$ cat src/hw/ppu_pkg.sv
package ppu_pkg;

    // Screen and tile geometry
    localparam int TILES_PER_LINE    = 40;
    localparam int TILE_PIXELS       = 16;  // Tile width and height
    localparam int ENTRIES_PER_WORD  = 4;   // Tile-map entries per 32-bit word
    localparam int MAP_WORDS_PER_ROW = 10;
    localparam int PALETTE_ENTRIES   = 8;

    // Counter and address widths
    typedef logic [10:0] hcount_t;
    typedef logic [9:0]  vcount_t;
    typedef logic [8:0]  map_addr_t;   // Tile-map memory
    typedef logic [10:0] gfx_addr_t;   // Tile graphics memory
    typedef logic [2:0]  pal_addr_t;   // Colour palette memory
    typedef logic [5:0]  tile_col_t;   // Tile column within a line
    typedef logic [23:0] color_t;

    // One tile-map entry
    typedef struct packed {
        logic       palette;
        logic [6:0] tile_id;
    } tile_entry_t;

    // Entry k sits in bits 8k+7:8k
    typedef tile_entry_t [ENTRIES_PER_WORD-1:0] map_word_t;

    // One graphics row, pixel i in bits 2i+1:2i
    typedef logic [31:0] tile_row_t;

    // Inputs from the VGA controller
    typedef struct packed {
        hcount_t hcount;
        vcount_t vcount;
        logic    vblank;
        logic    hsync;
    } video_timing_t;

    // Line buffer contents per tile
    typedef struct packed {
        logic      palette;
        tile_row_t row;
    } line_entry_t;

    // Palette bit on top, so the whole value is a palette address
    typedef struct packed {
        logic       palette;
        logic [1:0] code;
    } pixel_code_t;

endpackage

$ cat src/hw/background_shifter.sv
module background_shifter (
    input  logic                 clk,
    input  logic                 reset,
    input  logic                 active,
    input  ppu_pkg::hcount_t     hcount,
    output ppu_pkg::tile_col_t   rd_col,
    input  ppu_pkg::line_entry_t rd_entry,
    output ppu_pkg::pixel_code_t pixel
);
    import ppu_pkg::*;

    tile_row_t shift_q;  // Remaining pixels of the current tile, lowest first
    logic      pal_q;    // Palette bit of the current tile

    assign rd_col = tile_col_t'(hcount / TILE_PIXELS);

    always_ff @(posedge clk) begin
        if (reset) begin
            shift_q <= '0;
            pal_q   <= 1'b0;
        end else if (active) begin
            if (hcount % TILE_PIXELS == 0) begin
                shift_q <= rd_entry.row;      // Tile boundary
                pal_q   <= rd_entry.palette;
            end else begin
                shift_q <= shift_q >> 2;      // Next 2-bit pixel
            end
        end
    end

    assign pixel = '{palette: pal_q, code: shift_q[1:0]};

endmodule

$ cat src/hw/line_buffer.sv
module line_buffer (
    input  logic                 clk,
    input  logic                 wr_en,
    input  ppu_pkg::tile_col_t   wr_col,
    input  ppu_pkg::line_entry_t wr_entry,
    input  ppu_pkg::tile_col_t   rd_col,
    output ppu_pkg::line_entry_t rd_entry
);
    import ppu_pkg::*;

    // One graphics row and palette bit per tile of the current line
    line_entry_t entries [TILES_PER_LINE];

    always_ff @(posedge clk) begin
        if (wr_en)
            entries[wr_col] <= wr_entry;
    end

    // Shifter sees the entry in the same cycle
    assign rd_entry = entries[rd_col];

endmodule

$ cat src/hw/palette_cache.sv
module palette_cache (
    input  logic                 clk,
    input  logic                 reset,
    input  logic                 vblank,
    input  logic                 hsync,
    input  ppu_pkg::pixel_code_t pixel,
    input  ppu_pkg::color_t      pal_data,
    output logic                 pal_en,
    output ppu_pkg::pal_addr_t   pal_addr,
    output ppu_pkg::color_t      pixel_color
);
    import ppu_pkg::*;

    color_t     colors [PALETTE_ENTRIES];  // Local copy of the palette memory
    logic [3:0] load_ptr;                  // Steps through issue, store and idle

    // Read issue while vblank is high, one address per cycle
    always_ff @(posedge clk) begin
        if (reset) begin
            load_ptr <= '0;
            pal_en   <= 1'b0;
            pal_addr <= '0;
        end else if (vblank) begin
            if (load_ptr < PALETTE_ENTRIES) begin
                pal_en   <= 1'b1;
                pal_addr <= pal_addr_t'(load_ptr);
            end else begin
                pal_en <= 1'b0;  // All reads issued
            end
            if (load_ptr < PALETTE_ENTRIES + 2)
                load_ptr <= load_ptr + 4'd1;
        end else begin
            load_ptr <= '0;  // Next blank reloads everything
            pal_en   <= 1'b0;
        end
    end

    // Data for the address issued two steps back arrives now
    always_ff @(posedge clk) begin
        if (!reset && vblank && load_ptr >= 2 && load_ptr < PALETTE_ENTRIES + 2)
            colors[pal_addr_t'(load_ptr - 4'd2)] <= pal_data;
    end

    // Colour lookup during active video
    always_ff @(posedge clk) begin
        if (reset)
            pixel_color <= '0;
        else if (!vblank && !hsync)
            pixel_color <= colors[pal_addr_t'(pixel)];
    end

endmodule

$ cat src/hw/ppu_top.sv
module ppu_top (
    input  logic                   clk,
    input  logic                   reset,
    input  ppu_pkg::video_timing_t timing,
    input  ppu_pkg::map_word_t     map_data,
    input  ppu_pkg::tile_row_t     gfx_data,
    input  ppu_pkg::color_t        pal_data,
    output logic                   map_en,
    output logic                   gfx_en,
    output logic                   pal_en,
    output ppu_pkg::map_addr_t     map_addr,
    output ppu_pkg::gfx_addr_t     gfx_addr,
    output ppu_pkg::pal_addr_t     pal_addr,
    output ppu_pkg::color_t        pixel_color
);
    import ppu_pkg::*;

    logic        active;    // Neither blanking nor sync
    logic        wr_en;
    tile_col_t   wr_col;
    line_entry_t wr_entry;
    tile_col_t   rd_col;
    line_entry_t rd_entry;
    pixel_code_t pixel;

    assign active = !timing.vblank && !timing.hsync;

    // Palette copy in vblank, colour lookup in active video
    palette_cache u_palette_cache (
        .clk         (clk),
        .reset       (reset),
        .vblank      (timing.vblank),
        .hsync       (timing.hsync),
        .pixel       (pixel),
        .pal_data    (pal_data),
        .pal_en      (pal_en),
        .pal_addr    (pal_addr),
        .pixel_color (pixel_color)
    );

    // Fetches the next line during hsync
    tile_line_fetch u_tile_line_fetch (
        .clk      (clk),
        .reset    (reset),
        .hsync    (timing.hsync),
        .vblank   (timing.vblank),
        .vcount   (timing.vcount),
        .map_data (map_data),
        .gfx_data (gfx_data),
        .map_en   (map_en),
        .gfx_en   (gfx_en),
        .map_addr (map_addr),
        .gfx_addr (gfx_addr),
        .wr_en    (wr_en),
        .wr_col   (wr_col),
        .wr_entry (wr_entry)
    );

    line_buffer u_line_buffer (
        .clk      (clk),
        .wr_en    (wr_en),
        .wr_col   (wr_col),
        .wr_entry (wr_entry),
        .rd_col   (rd_col),
        .rd_entry (rd_entry)
    );

    background_shifter u_background_shifter (
        .clk      (clk),
        .reset    (reset),
        .active   (active),
        .hcount   (timing.hcount),
        .rd_col   (rd_col),
        .rd_entry (rd_entry),
        .pixel    (pixel)
    );

endmodule

$ cat src/hw/tile_line_fetch.sv
module tile_line_fetch (
    input  logic                 clk,
    input  logic                 reset,
    input  logic                 hsync,
    input  logic                 vblank,
    input  ppu_pkg::vcount_t     vcount,
    input  ppu_pkg::map_word_t   map_data,
    input  ppu_pkg::tile_row_t   gfx_data,
    output logic                 map_en,
    output logic                 gfx_en,
    output ppu_pkg::map_addr_t   map_addr,
    output ppu_pkg::gfx_addr_t   gfx_addr,
    output logic                 wr_en,
    output ppu_pkg::tile_col_t   wr_col,
    output ppu_pkg::line_entry_t wr_entry
);
    import ppu_pkg::*;

    logic [5:0]  step;        // Cycles since hsync rose
    logic [5:0]  tile_row;    // Tile-map row for this line
    logic [3:0]  tile_line;   // Line within the tile
    tile_col_t   issue_col;   // Tile whose graphics read goes out now
    logic [1:0]  slot;        // Position of that tile in its map word
    logic        issue_map;
    logic        issue_gfx;
    map_word_t   hold_word;   // Map word whose later entries still wait
    tile_entry_t entry;

    // Request pipeline, one stage per memory cycle
    tile_col_t   col_q;
    logic        pal_q;
    tile_col_t   col_d;
    logic        pal_d;
    logic        gfx_vld;

    assign tile_row  = 6'(vcount / TILE_PIXELS);
    assign tile_line = 4'(vcount % TILE_PIXELS);

    // Map word w goes out at step 4w and lands at step 4w+2
    assign issue_col = step - 6'd2;
    assign slot      = 2'(issue_col % ENTRIES_PER_WORD);
    assign issue_map = (step < TILES_PER_LINE) && (step % ENTRIES_PER_WORD == 0);
    assign issue_gfx = (step >= 2) && (step < TILES_PER_LINE + 2);

    // First entry straight from the memory, the rest from the holding word
    assign entry = (slot == 2'd0) ? map_data[0] : hold_word[slot];

    always_ff @(posedge clk) begin
        if (reset) begin
            step    <= '0;
            map_en  <= 1'b0;
            gfx_en  <= 1'b0;
            gfx_vld <= 1'b0;
        end else begin
            gfx_vld <= gfx_en;  // Row comes back one cycle after the read
            if (hsync && !vblank) begin
                map_en <= issue_map;
                gfx_en <= issue_gfx;
                if (step < TILES_PER_LINE + 2)
                    step <= step + 6'd1;
            end else begin
                step   <= '0;
                map_en <= 1'b0;
                gfx_en <= 1'b0;
            end
        end
    end

    // Addresses matter only in enabled cycles
    always_ff @(posedge clk) begin
        map_addr <= map_addr_t'(tile_row) * map_addr_t'(MAP_WORDS_PER_ROW)
                    + map_addr_t'(step / ENTRIES_PER_WORD);
        gfx_addr <= gfx_addr_t'(entry.tile_id) * gfx_addr_t'(TILE_PIXELS)
                    + gfx_addr_t'(tile_line);
        if (issue_gfx && slot == 2'd0)
            hold_word <= map_data;
        col_q <= issue_col;
        pal_q <= entry.palette;
        col_d <= col_q;
        pal_d <= pal_q;
    end

    // Returning row goes straight into the line buffer
    assign wr_en    = gfx_vld;
    assign wr_col   = col_d;
    assign wr_entry = '{palette: pal_d, row: gfx_data};

endmodule

$ cat config.mk
export PLATFORM = sky130hd
export DESIGN_NAME = ppu_top
export DESIGN_NICKNAME = d
export VERILOG_FILES = /design/src/hw/ppu_pkg.sv /design/src/hw/background_shifter.sv /design/src/hw/line_buffer.sv /design/src/hw/palette_cache.sv /design/src/hw/ppu_top.sv /design/src/hw/tile_line_fetch.sv
export SDC_FILE = /design/constraint.sdc
export NUM_CORES = 1
export LEC_CHECK = 0
export ABC_CLOCK_PERIOD_IN_PS = 5000
export CAP_MARGIN = 10
export CORE_UTILIZATION = 55
export CTS_BUF_LIST = sky130_fd_sc_hd__clkbuf_8
export CTS_CLUSTER_DIAMETER = 30
export DETAILED_ROUTE_END_ITERATION = 16
export DONT_BUFFER_PORTS = 1
export GPL_TIMING_DRIVEN = 0
export PLACE_DENSITY = 0.78
export SETUP_SLACK_MARGIN = 0.05
export SLEW_MARGIN = 20
export SYNTH_ARGS = -nofsm -noshare
export SYNTH_HDL_FRONTEND = slang
export SYNTH_SLANG_ARGS = --single-unit
$ cat constraint.sdc
create_clock -name clk -period 5 [get_ports clk]
set_input_delay 0.25 -clock clk [delete_from_list [all_inputs] [get_ports clk]]
set_output_delay 0.25 -clock clk [all_outputs]
set_load 0.005 [all_outputs]
==> results.md, run 1 <==
- Mean Syn Cell Area: 21.4 µm²
- PwrDens: 398 nW/µm²
- Min Hold Slack: between 0.06 and 0.07 ns
- Drc violations: 0
- Die height: between 300 and 400 µm
- Min setup slack post-route: 1.74 ns
- Die area: 115000 µm²
- Net count reported at finish: 3618
- CTS tree: built
- Final-report setup violation count: 0
- Final Max Tran Viols: 0
- Status: finished clean
- Worst Setup Start Kind: flop
- CP required: 5.53 ns
- Post-DP HPWL: 107000 µm
- Met2 wire len: just over 80000 µm
- Vias per cell: 6.59
- CP Cell Sequence: clkbuf_1 > inv_1 > ha_1 > clkbuf_1 > clkinv_1 > nor2_4
- Number of flops mapped to enable cells by yosys: between 1500 and 2000
- Fmax: roughly 310 MHz
- First-pass GRT wire length: 242000 µm
- Crit share post-route: 0.652
- H-tree lvl count: 5
- Post-Syn Area: 62700 µm²
- Slew headroom: 0.178
- CP endpoint kind: flop
- Via count: 34300
- GRT Residual Overflow: 0
- Detail Route met3 WL: 19100 µm
- Mean routed wirelength per cell: 32.7 µm
- 1st-pass router iterations: 9
- Setup CP Type: flop to flop
- Initial core utilization: 0.556
- RSZ-0062 raised after global routing: false
- Net Count, Synth: 3063
- Standard-cell rows: around 120
- Vias in the first global route: between 30000 and 40000
- Final min period: 3.26 ns
- Resized cells post-CTS: 0
- Yosys reg bits: between 1500 and 2000
- Count of different cell masters after synthesis: 53
- Clock sink count: approximately 1700
- Final core utilization: 0.662
- Sum Neg Setup Slack: 0 ns
- Hold-fix buffers, CTS: 180
- YS warnings: 0
- Area grow syn2layout: 19.0%
- CTS buffer count: 301
- Synth top area share: 0.740
- Slowest CP cell: nor2_4
- Slowest stage delay, CP: 0.85 ns
- Top sig layer: met5
- Core Footprint: 113000 µm²
- Hold Fails Final Rpt: 0
- Crit path max fanout: 32
- Peak supply drop: 0.000299 V
- Post-route ant nets: 0
- Final wirelength: about 170000 µm
- Met1 Routed Length: 59100 µm
- Post-Place Worst Slack: approximately 1.8 ns
- Synth area leader: edfxtp_1
- Longest Clk Path Bufs: 4
- WP data arrival: 3.79 ns
- 1st-iter DRT viols: 5107
- Port Buffers: 0
- Largest net degree at the start of global routing: 41
- Postcts setup bufs: 0
- Initial antenna violation count: 12
- Worst-Skew Late Latency: between 0.9 and 1 ns
- GPL Wtd Cong: 0.948
- GRT Util Overall: 0.296
- Clock skew: 0.0782 ns
- Synth area leaders: edfxtp_1, mux4_2, dfxtp_1
- Most frequent CP cell: clkbuf_1
- Ys async rst share: 0
- Ports: 163
- Layout cells sized above 1: 0.282
- Register area share after synthesis: 0.774
- Hold Crit Class: input pin to flop
- Top_reg_cell synth: edfxtp_1
- Gate Count Post-Synth: 2930
- Die extent in x: between 300 and 400 µm
- Clock Root Buffer: clkbuf_8
- Max Cap Viol: 0
- Clk slew on worst S/H paths: 0.07 ns
- # fillers: between 6000 and 7000
- Lkg Pwr: around 24 nW
- Worst-Margin Slew: approximately 1.2 ns
-- cell type report --
cell class | instances | area, µm² | area share
buffer | 164 | 792 | 0.0106
tap | 1500 | 1880 | 0.0252
antenna | 9 | 22.5 | 0.000302
clock inverter | 205 | 1830 | 0.0245
sequential | 1652 | 48500 | 0.651
clock buffer | 309 | 4250 | 0.0570
inverter | 16 | 60.1 | 0.000805
timing repair buffer | 252 | 3580 | 0.0480
multi-input combinational | 1098 | 13700 | 0.183
-- critical path: cells and delay by family, from the launching register on --
kind / cells / cell delay [ns]
AND/OR/NAND/NOR: 1 / 0.85
adder cells (fa/ha/maj): 1 / 0.17
buffers and inverters: 4 / 1.43
flip-flops: 1 / 0.41
-- metal layers --
layer | up-vias | global-route usage
li1 | 13500 | -
met1 | 17700 | 0.382
met2 | 2662 | 0.468
met3 | 511 | 0.0700
met4 | 4 | 0.162
met5 | - | 0
-- path summary, 6_finish.rpt --
path	to	start	cells after the start	slack, ns
worst max-delay path	u_tile_line_fetch.hold_word[5]	u_tile_line_fetch.step[0]	6	1.74
worst min-delay path	u_background_shifter.shift_q[27]	timing[1]	4	0.07
worst max register to register	u_tile_line_fetch.hold_word[5]	u_tile_line_fetch.step[0]	6	1.74
worst min register to register	u_tile_line_fetch.pal_d	u_tile_line_fetch.pal_q	0	0.30
-- sequential cells by signal, indices dropped and copies added (netlist names), 9 cells and up --
| signal | cells |
|---|---|
| u_palette_cache.pixel_color | 24 |
| u_tile_line_fetch.hold_word | 32 |
| u_tile_line_fetch.gfx_addr | 11 |
| u_tile_line_fetch.map_addr | 9 |
| u_palette_cache.colors | 192 |
| u_line_buffer.entries | 1320 |
| u_background_shifter.shift_q | 32 |
-- synth_stat cells (all sizes together) (11+ instances only) --
| master | n |
|---|---|
| nor2b | 25 |
| inv | 15 |
| a22oi | 29 |
| dfxtp | 108 |
| edfxtp | 1544 |
| mux4 | 377 |
| a21oi | 41 |
| o22ai | 56 |
| nor2 | 110 |
| and3 | 15 |
| mux2 | 29 |
| xnor2 | 11 |
| nand2 | 52 |
| ha | 18 |
| buf | 70 |
| a211oi | 48 |
| clkbuf | 94 |
| o21ai | 72 |
| nor3 | 22 |
| o32ai | 13 |
| mux2i | 67 |
| o221ai | 29 |
-- placed cells by master, fill, tap and decap left out, types with 15 or more instances in the layout --
cell type / Yosys / routed
a211oi_1: 48 / 48
nor2_4: 0 / 45
buf_12: 0 / 59
nor2b_1: 25 / 25
a22oi_1: 29 / 29
o21ai_0: 65 / 65
nor2_1: 110 / 65
clkinv_2: 0 / 31
mux2i_1: 67 / 67
mux2_2: 29 / 29
o221ai_1: 29 / 29
o22ai_1: 56 / 56
and3_1: 15 / 15
inv_1: 14 / 74
mux4_2: 377 / 377
clkbuf_1: 94 / 92
ha_1: 18 / 18
clkbuf_8: 0 / 309
nor3_1: 22 / 18
buf_16: 0 / 28
buf_2: 25 / 25
clkinv_1: 1 / 39
nand2_1: 52 / 52
edfxtp_1: 1544 / 1544
dlygate4sd3_1: 0 / 148
clkinvlp_4: 0 / 27
dfxtp_1: 108 / 107
buf_4: 26 / 38
a21oi_1: 41 / 41
bufinv_16: 0 / 31
-- cells by family (layout without fill, tap and decap cells) --
| group | after synthesis | after routing | share of synthesized area |
|---|---|---|---|
| DFF | 1652 | 1652 | 0.774 |
| muxes | 473 | 473 | 0.151 |
| AOI/OAI and AO/OA | 323 | 323 | 0.0344 |
| and+or+nand+nor | 266 | 266 | 0.0198 |
| buffers and inverters | 180 | 946 | 0.0136 |
| adders and majority gates | 20 | 20 | 0.00423 |
| xor gates and xnor gates | 16 | 16 | 0.00224 |
| other | 0 | 9 | 0 |
-- power breakdown --
| part | internal [W] | switching, W | leakage [nW] |
|---|---|---|---|
| registers | 0.0151 | 0.0000588 | 14.8 |
| clock network | 0.00740 | 0.00564 | 3.25 |
| logic | 0.000565 | 0.000868 | 5.83 |
-- through the flow --
step | cell area, µm² | cells | power (W)
2_1_floorplan | 62700 | 2930 | 0.0162
3_3_place_gp | 64500 | 4430 | 0.0165
3_5_place_dp | 66400 | 4502 | 0.0165
4_1_cts | 74600 | 5196 | 0.0297
5_1_grt | 74600 | 5202 | 0.0304
6_report | 74600 | 5205 | 0.0297
No activity file was read; power rests on OpenSTA's default activity.
==> run 2: changes to the inputs <==
--- a/config.mk
+++ b/config.mk
@@ -5,7 +5,7 @@
 export SDC_FILE = /design/constraint.sdc
 export NUM_CORES = 1
 export LEC_CHECK = 0
-export ABC_CLOCK_PERIOD_IN_PS = 5000
+export ABC_CLOCK_PERIOD_IN_PS = 2600
 export CAP_MARGIN = 10
 export CORE_UTILIZATION = 55
 export CTS_BUF_LIST = sky130_fd_sc_hd__clkbuf_8
@@ -13,7 +13,7 @@
 export DETAILED_ROUTE_END_ITERATION = 16
 export DONT_BUFFER_PORTS = 1
 export GPL_TIMING_DRIVEN = 0
-export PLACE_DENSITY = 0.78
+export PLACE_DENSITY = 0.81
 export SETUP_SLACK_MARGIN = 0.05
 export SLEW_MARGIN = 20
 export SYNTH_ARGS = -nofsm -noshare
==> constraint.sdc (replaced) <==
create_clock -name clk -period 2.6 [get_ports clk]
set_input_delay 0.13 -clock clk [delete_from_list [all_inputs] [get_ports clk]]
set_output_delay 0.13 -clock clk [all_outputs]
set_load 0.005 [all_outputs]
==> results.md, run 2 (same netlist as run 1, synthesis figures left out) <==
- Status: finished, violations left (was finished clean)
- Failing checks: setup timing
- Hold path start: pal_data[2] (was timing[1])
- Die extent in x: 340 µm (unchanged)
- Worst-Margin Slew: 1.25 ns (was 1.23 ns)
- Peak supply drop: 0.000503 V (was 0.000299 V)
- Final Max Tran Viols: 0 (unchanged)
- Max reg flops: 1320 (unchanged)
- Die height: 340 µm (unchanged)
- Mean routed wirelength per cell: 31.6 µm (was 32.7 µm)
- Core Footprint: 113000 µm² (unchanged)
- Crit path max fanout: 1 (was 32)
- Commonest non-fill, non-tap cell in the layout: edfxtp_1 (unchanged)
- Clock Root Buffer: clkbuf_8 (unchanged)
- Via count: 34800 (was 34300)
- Post-DP HPWL: 102000 µm (was 107000 µm)
- RSZ-0062 raised after global routing: false (unchanged)
- Standard-cell rows: 123 (unchanged)
- Hold Fails Final Rpt: 0 (unchanged)
- Clock sink count: 1652 (unchanged)
- CP required: 3.40 ns (was 5.53 ns)
- 1st-iter DRT viols: 4943 (was 5107)
- Sum Neg Setup Slack: -0.0433 ns (was 0 ns)
- Register area: 48500 µm² (unchanged)
- Initial core utilization: 0.556 (unchanged)
- WP data arrival: 3.44 ns (was 3.79 ns)
- Placed insts: 4492 (was 4502)
- Vias in the first global route: 35300 (about the same)
- Ports: 163 (unchanged)
- # fillers: 6514 (was 6741)
- Share of power burned in combinational logic: 0.048 (about the same)
- Final core utilization: 0.669 (was 0.662)
- Commonest cells after routing, fill and taps aside: edfxtp_1, mux4_2, clkbuf_8 (unchanged)
- Worst r2r src: u_line_buffer.entries[31][1] (was u_tile_line_fetch.step[0])
- Post-route ant nets: 0 (unchanged)
- Crit share post-route: 1.02 (was 0.652)
- Post-Place Worst Slack: -1.20 ns (was 1.76 ns)
- Hold Crit Class: input pin to flop (unchanged)
- Vias per cell: 6.56 (was 6.59)
- Longest Clk Path Bufs: 4 (unchanged)
- Final wirelength: 167000 µm (was 170000 µm)
- CTS buffer count: 314 (was 301)
- Largest regs: u_line_buffer.entries x1320, u_palette_cache.colors x192 (unchanged)
- Clock skew: 0.0741 ns (was 0.0782 ns)
- Slew headroom: 0.164 (was 0.178)
- Fmax: 378 MHz (was 307 MHz)
- Clk slew on worst S/H paths: 0.07 ns (about the same)
- CP endpoint kind: flop (unchanged)
- Die area: 115000 µm² (unchanged)
- Port Buffers: 0 (unchanged)
- GRT Residual Overflow: 0 (unchanged)
- Worst-Skew Late Latency: 0.95 ns (was 0.96 ns)
- Top reg by flops: u_line_buffer.entries (unchanged)
- Setup CP Type: flop to flop (unchanged)
- Fin cells: 5301 (was 5205)
- Critical R2R Capture: u_background_shifter.shift_q[1] (was u_tile_line_fetch.hold_word[5])
- Drc violations: 0 (unchanged)
- Min setup slack post-route: -0.0433 ns (was 1.74 ns)
- Worst Setup Start Kind: flop (unchanged)
- Total power: 0.0574 W (was 0.0297 W)
- Switching part of the total: 0.225 (was 0.221)
- First-pass GRT wire length: 238000 µm (was 242000 µm)
- Clk pwr share: 0.442 (was 0.439)
- Worst R2R Setup Slack: -0.04 ns (was 1.74 ns)
- Internal Pwr Total: 0.0444 W (was 0.0231 W)
- Max Cap Viol: 0 (unchanged)
- Final-report setup violation count: 1 (was 0)
- Hold Path Depth: 1 (was 4)
- GRT Util Overall: 0.290 (was 0.296)
- Lkg Pwr: 24.3 nW (was 23.8 nW)
- Layout cells sized above 1: 0.296 (was 0.282)
- Final min period: 2.64 ns (was 3.26 ns)
- 1st-pass router iterations: 9 (unchanged)
- GPL Wtd Cong: 0.988 (was 0.948)
- Share of power burned in registers: 0.510 (was 0.512)
- Slowest stage delay, CP: 1.02 ns (was 0.85 ns)
- Number of cells on the worst reg-to-reg path: 4 (was 6)
- CP Cell Sequence: mux4_2 > a22o_1 > a211oi_1 > o22ai_1 (was clkbuf_1 > inv_1 > ha_1 > clkbuf_1 > clkinv_1 > nor2_4)
- Net Switching: 0.0129 W (was 0.00657 W)
- Area grow syn2layout: 20.3% (was 19.0%)
- Slowest CP cell: a211oi_1 (was nor2_4)
- Largest net degree at the start of global routing: 41 (unchanged)
- WHS Endpoint: u_palette_cache.colors[0][2] (was u_background_shifter.shift_q[27])
- Initial antenna violation count: 12 (unchanged)
- Area of the multi-input gates: 13700 µm² (about the same)
- H-tree lvl count: 5 (unchanged)
- PwrDens: 761 nW/µm² (was 398 nW/µm²)
- Net count reported at finish: 3692 (was 3618)
- CTS tree: built (unchanged)
## run 2: cell types whose count changed in the layout (fill, tap and decap cells not counted), sizes merged, moves of 6 or more
cell	previous run	this run
buf	174	215
bufinv	31	24
clkbuf	403	418
clkinv	81	88
clkinvlp	27	33
dlygate4sd3	148	168
inv	82	97
## run 2: how the worst max path moves through the flow
| stage | startpoint | end | slack [ns] | depth (start not counted) |
|---|---|---|---|---|
| 3_5_place_dp | u_tile_line_fetch.step[0] | u_tile_line_fetch.hold_word[7] | -1.20 | 6 |
| 4_1_cts | u_palette_cache.load_ptr[1] | u_palette_cache.colors[6][17] | 0.05 | 6 |
| 2_1_floorplan | u_tile_line_fetch.wr_col[3] | u_line_buffer.entries[15][0] | -0.21 | 3 |
| 3_3_place_gp | u_tile_line_fetch.wr_col[1] | u_line_buffer.entries[14][18] | -2.03 | 4 |
| 6_report | u_line_buffer.entries[31][1] | u_background_shifter.shift_q[1] | -0.04 | 4 |
| 5_1_grt | u_tile_line_fetch.wr_col[3] | u_line_buffer.entries[11][28] | 0.05 | 4 |
## run 2: power groups by stage
stage | registers, W | logic [W] | clock network (W)
5_1_grt | 0.0292 | 0.00288 | 0.0267
2_1_floorplan | 0.0297 | 0.00134 | 0
3_3_place_gp | 0.0298 | 0.00192 | 0
4_1_cts | 0.0292 | 0.00269 | 0.0254
6_report | 0.0292 | 0.00278 | 0.0253
3_5_place_dp | 0.0298 | 0.00196 | 0
## run 2: worst max-delay path, delay by kind of cell, from the launching register on
family             cells  cell delay, ns
muxes                  1            0.48
AOI/OAI and AO/OA      3            1.64
DFF                    1            0.37
## run 2: metal layers
metal,up-vias,track usage,part of all wire
li1,13700,-,-
met1,17500,0.370,0.34
met2,3008,0.455,0.48
met3,616,0.0782,0.12
met4,12,0.160,0.058
met5,-,0,0.00051
## run 2: final cells by class
| type | count | share of cell area |
|---|---|---|
| Clock inverter | 226 | 0.0234 |
| Tap cell | 1500 | 0.0249 |
| Multi-Input combinational cell | 1099 | 0.182 |
| Clock buffer | 326 | 0.0595 |
| Sequential cell | 1652 | 0.644 |
| Inverter | 16 | 0.000813 |
| Antenna cell | 6 | 0.000199 |
| Timing Repair Buffer | 315 | 0.0549 |
| Buffer | 161 | 0.0104 |
## run 2: through the flow
stage	area (µm²)	hold slack (ns)
after floorplan	62800	0.158
after global placement	64600	0.158
after detailed placement	66200	0.158
after CTS	75000	0.00318
after global routing	75400	0.0295
final	75400	0.0430
## run 2: what timing repair did
action,in CTS,in global routing
gates resized for setup,6,12
cloned,1,0
buffers inserted,22,30
endpoints found under the setup margin,243,264
endpoints found under the hold margin,1582,3
pin swaps,11,8
hold buffers,198,3
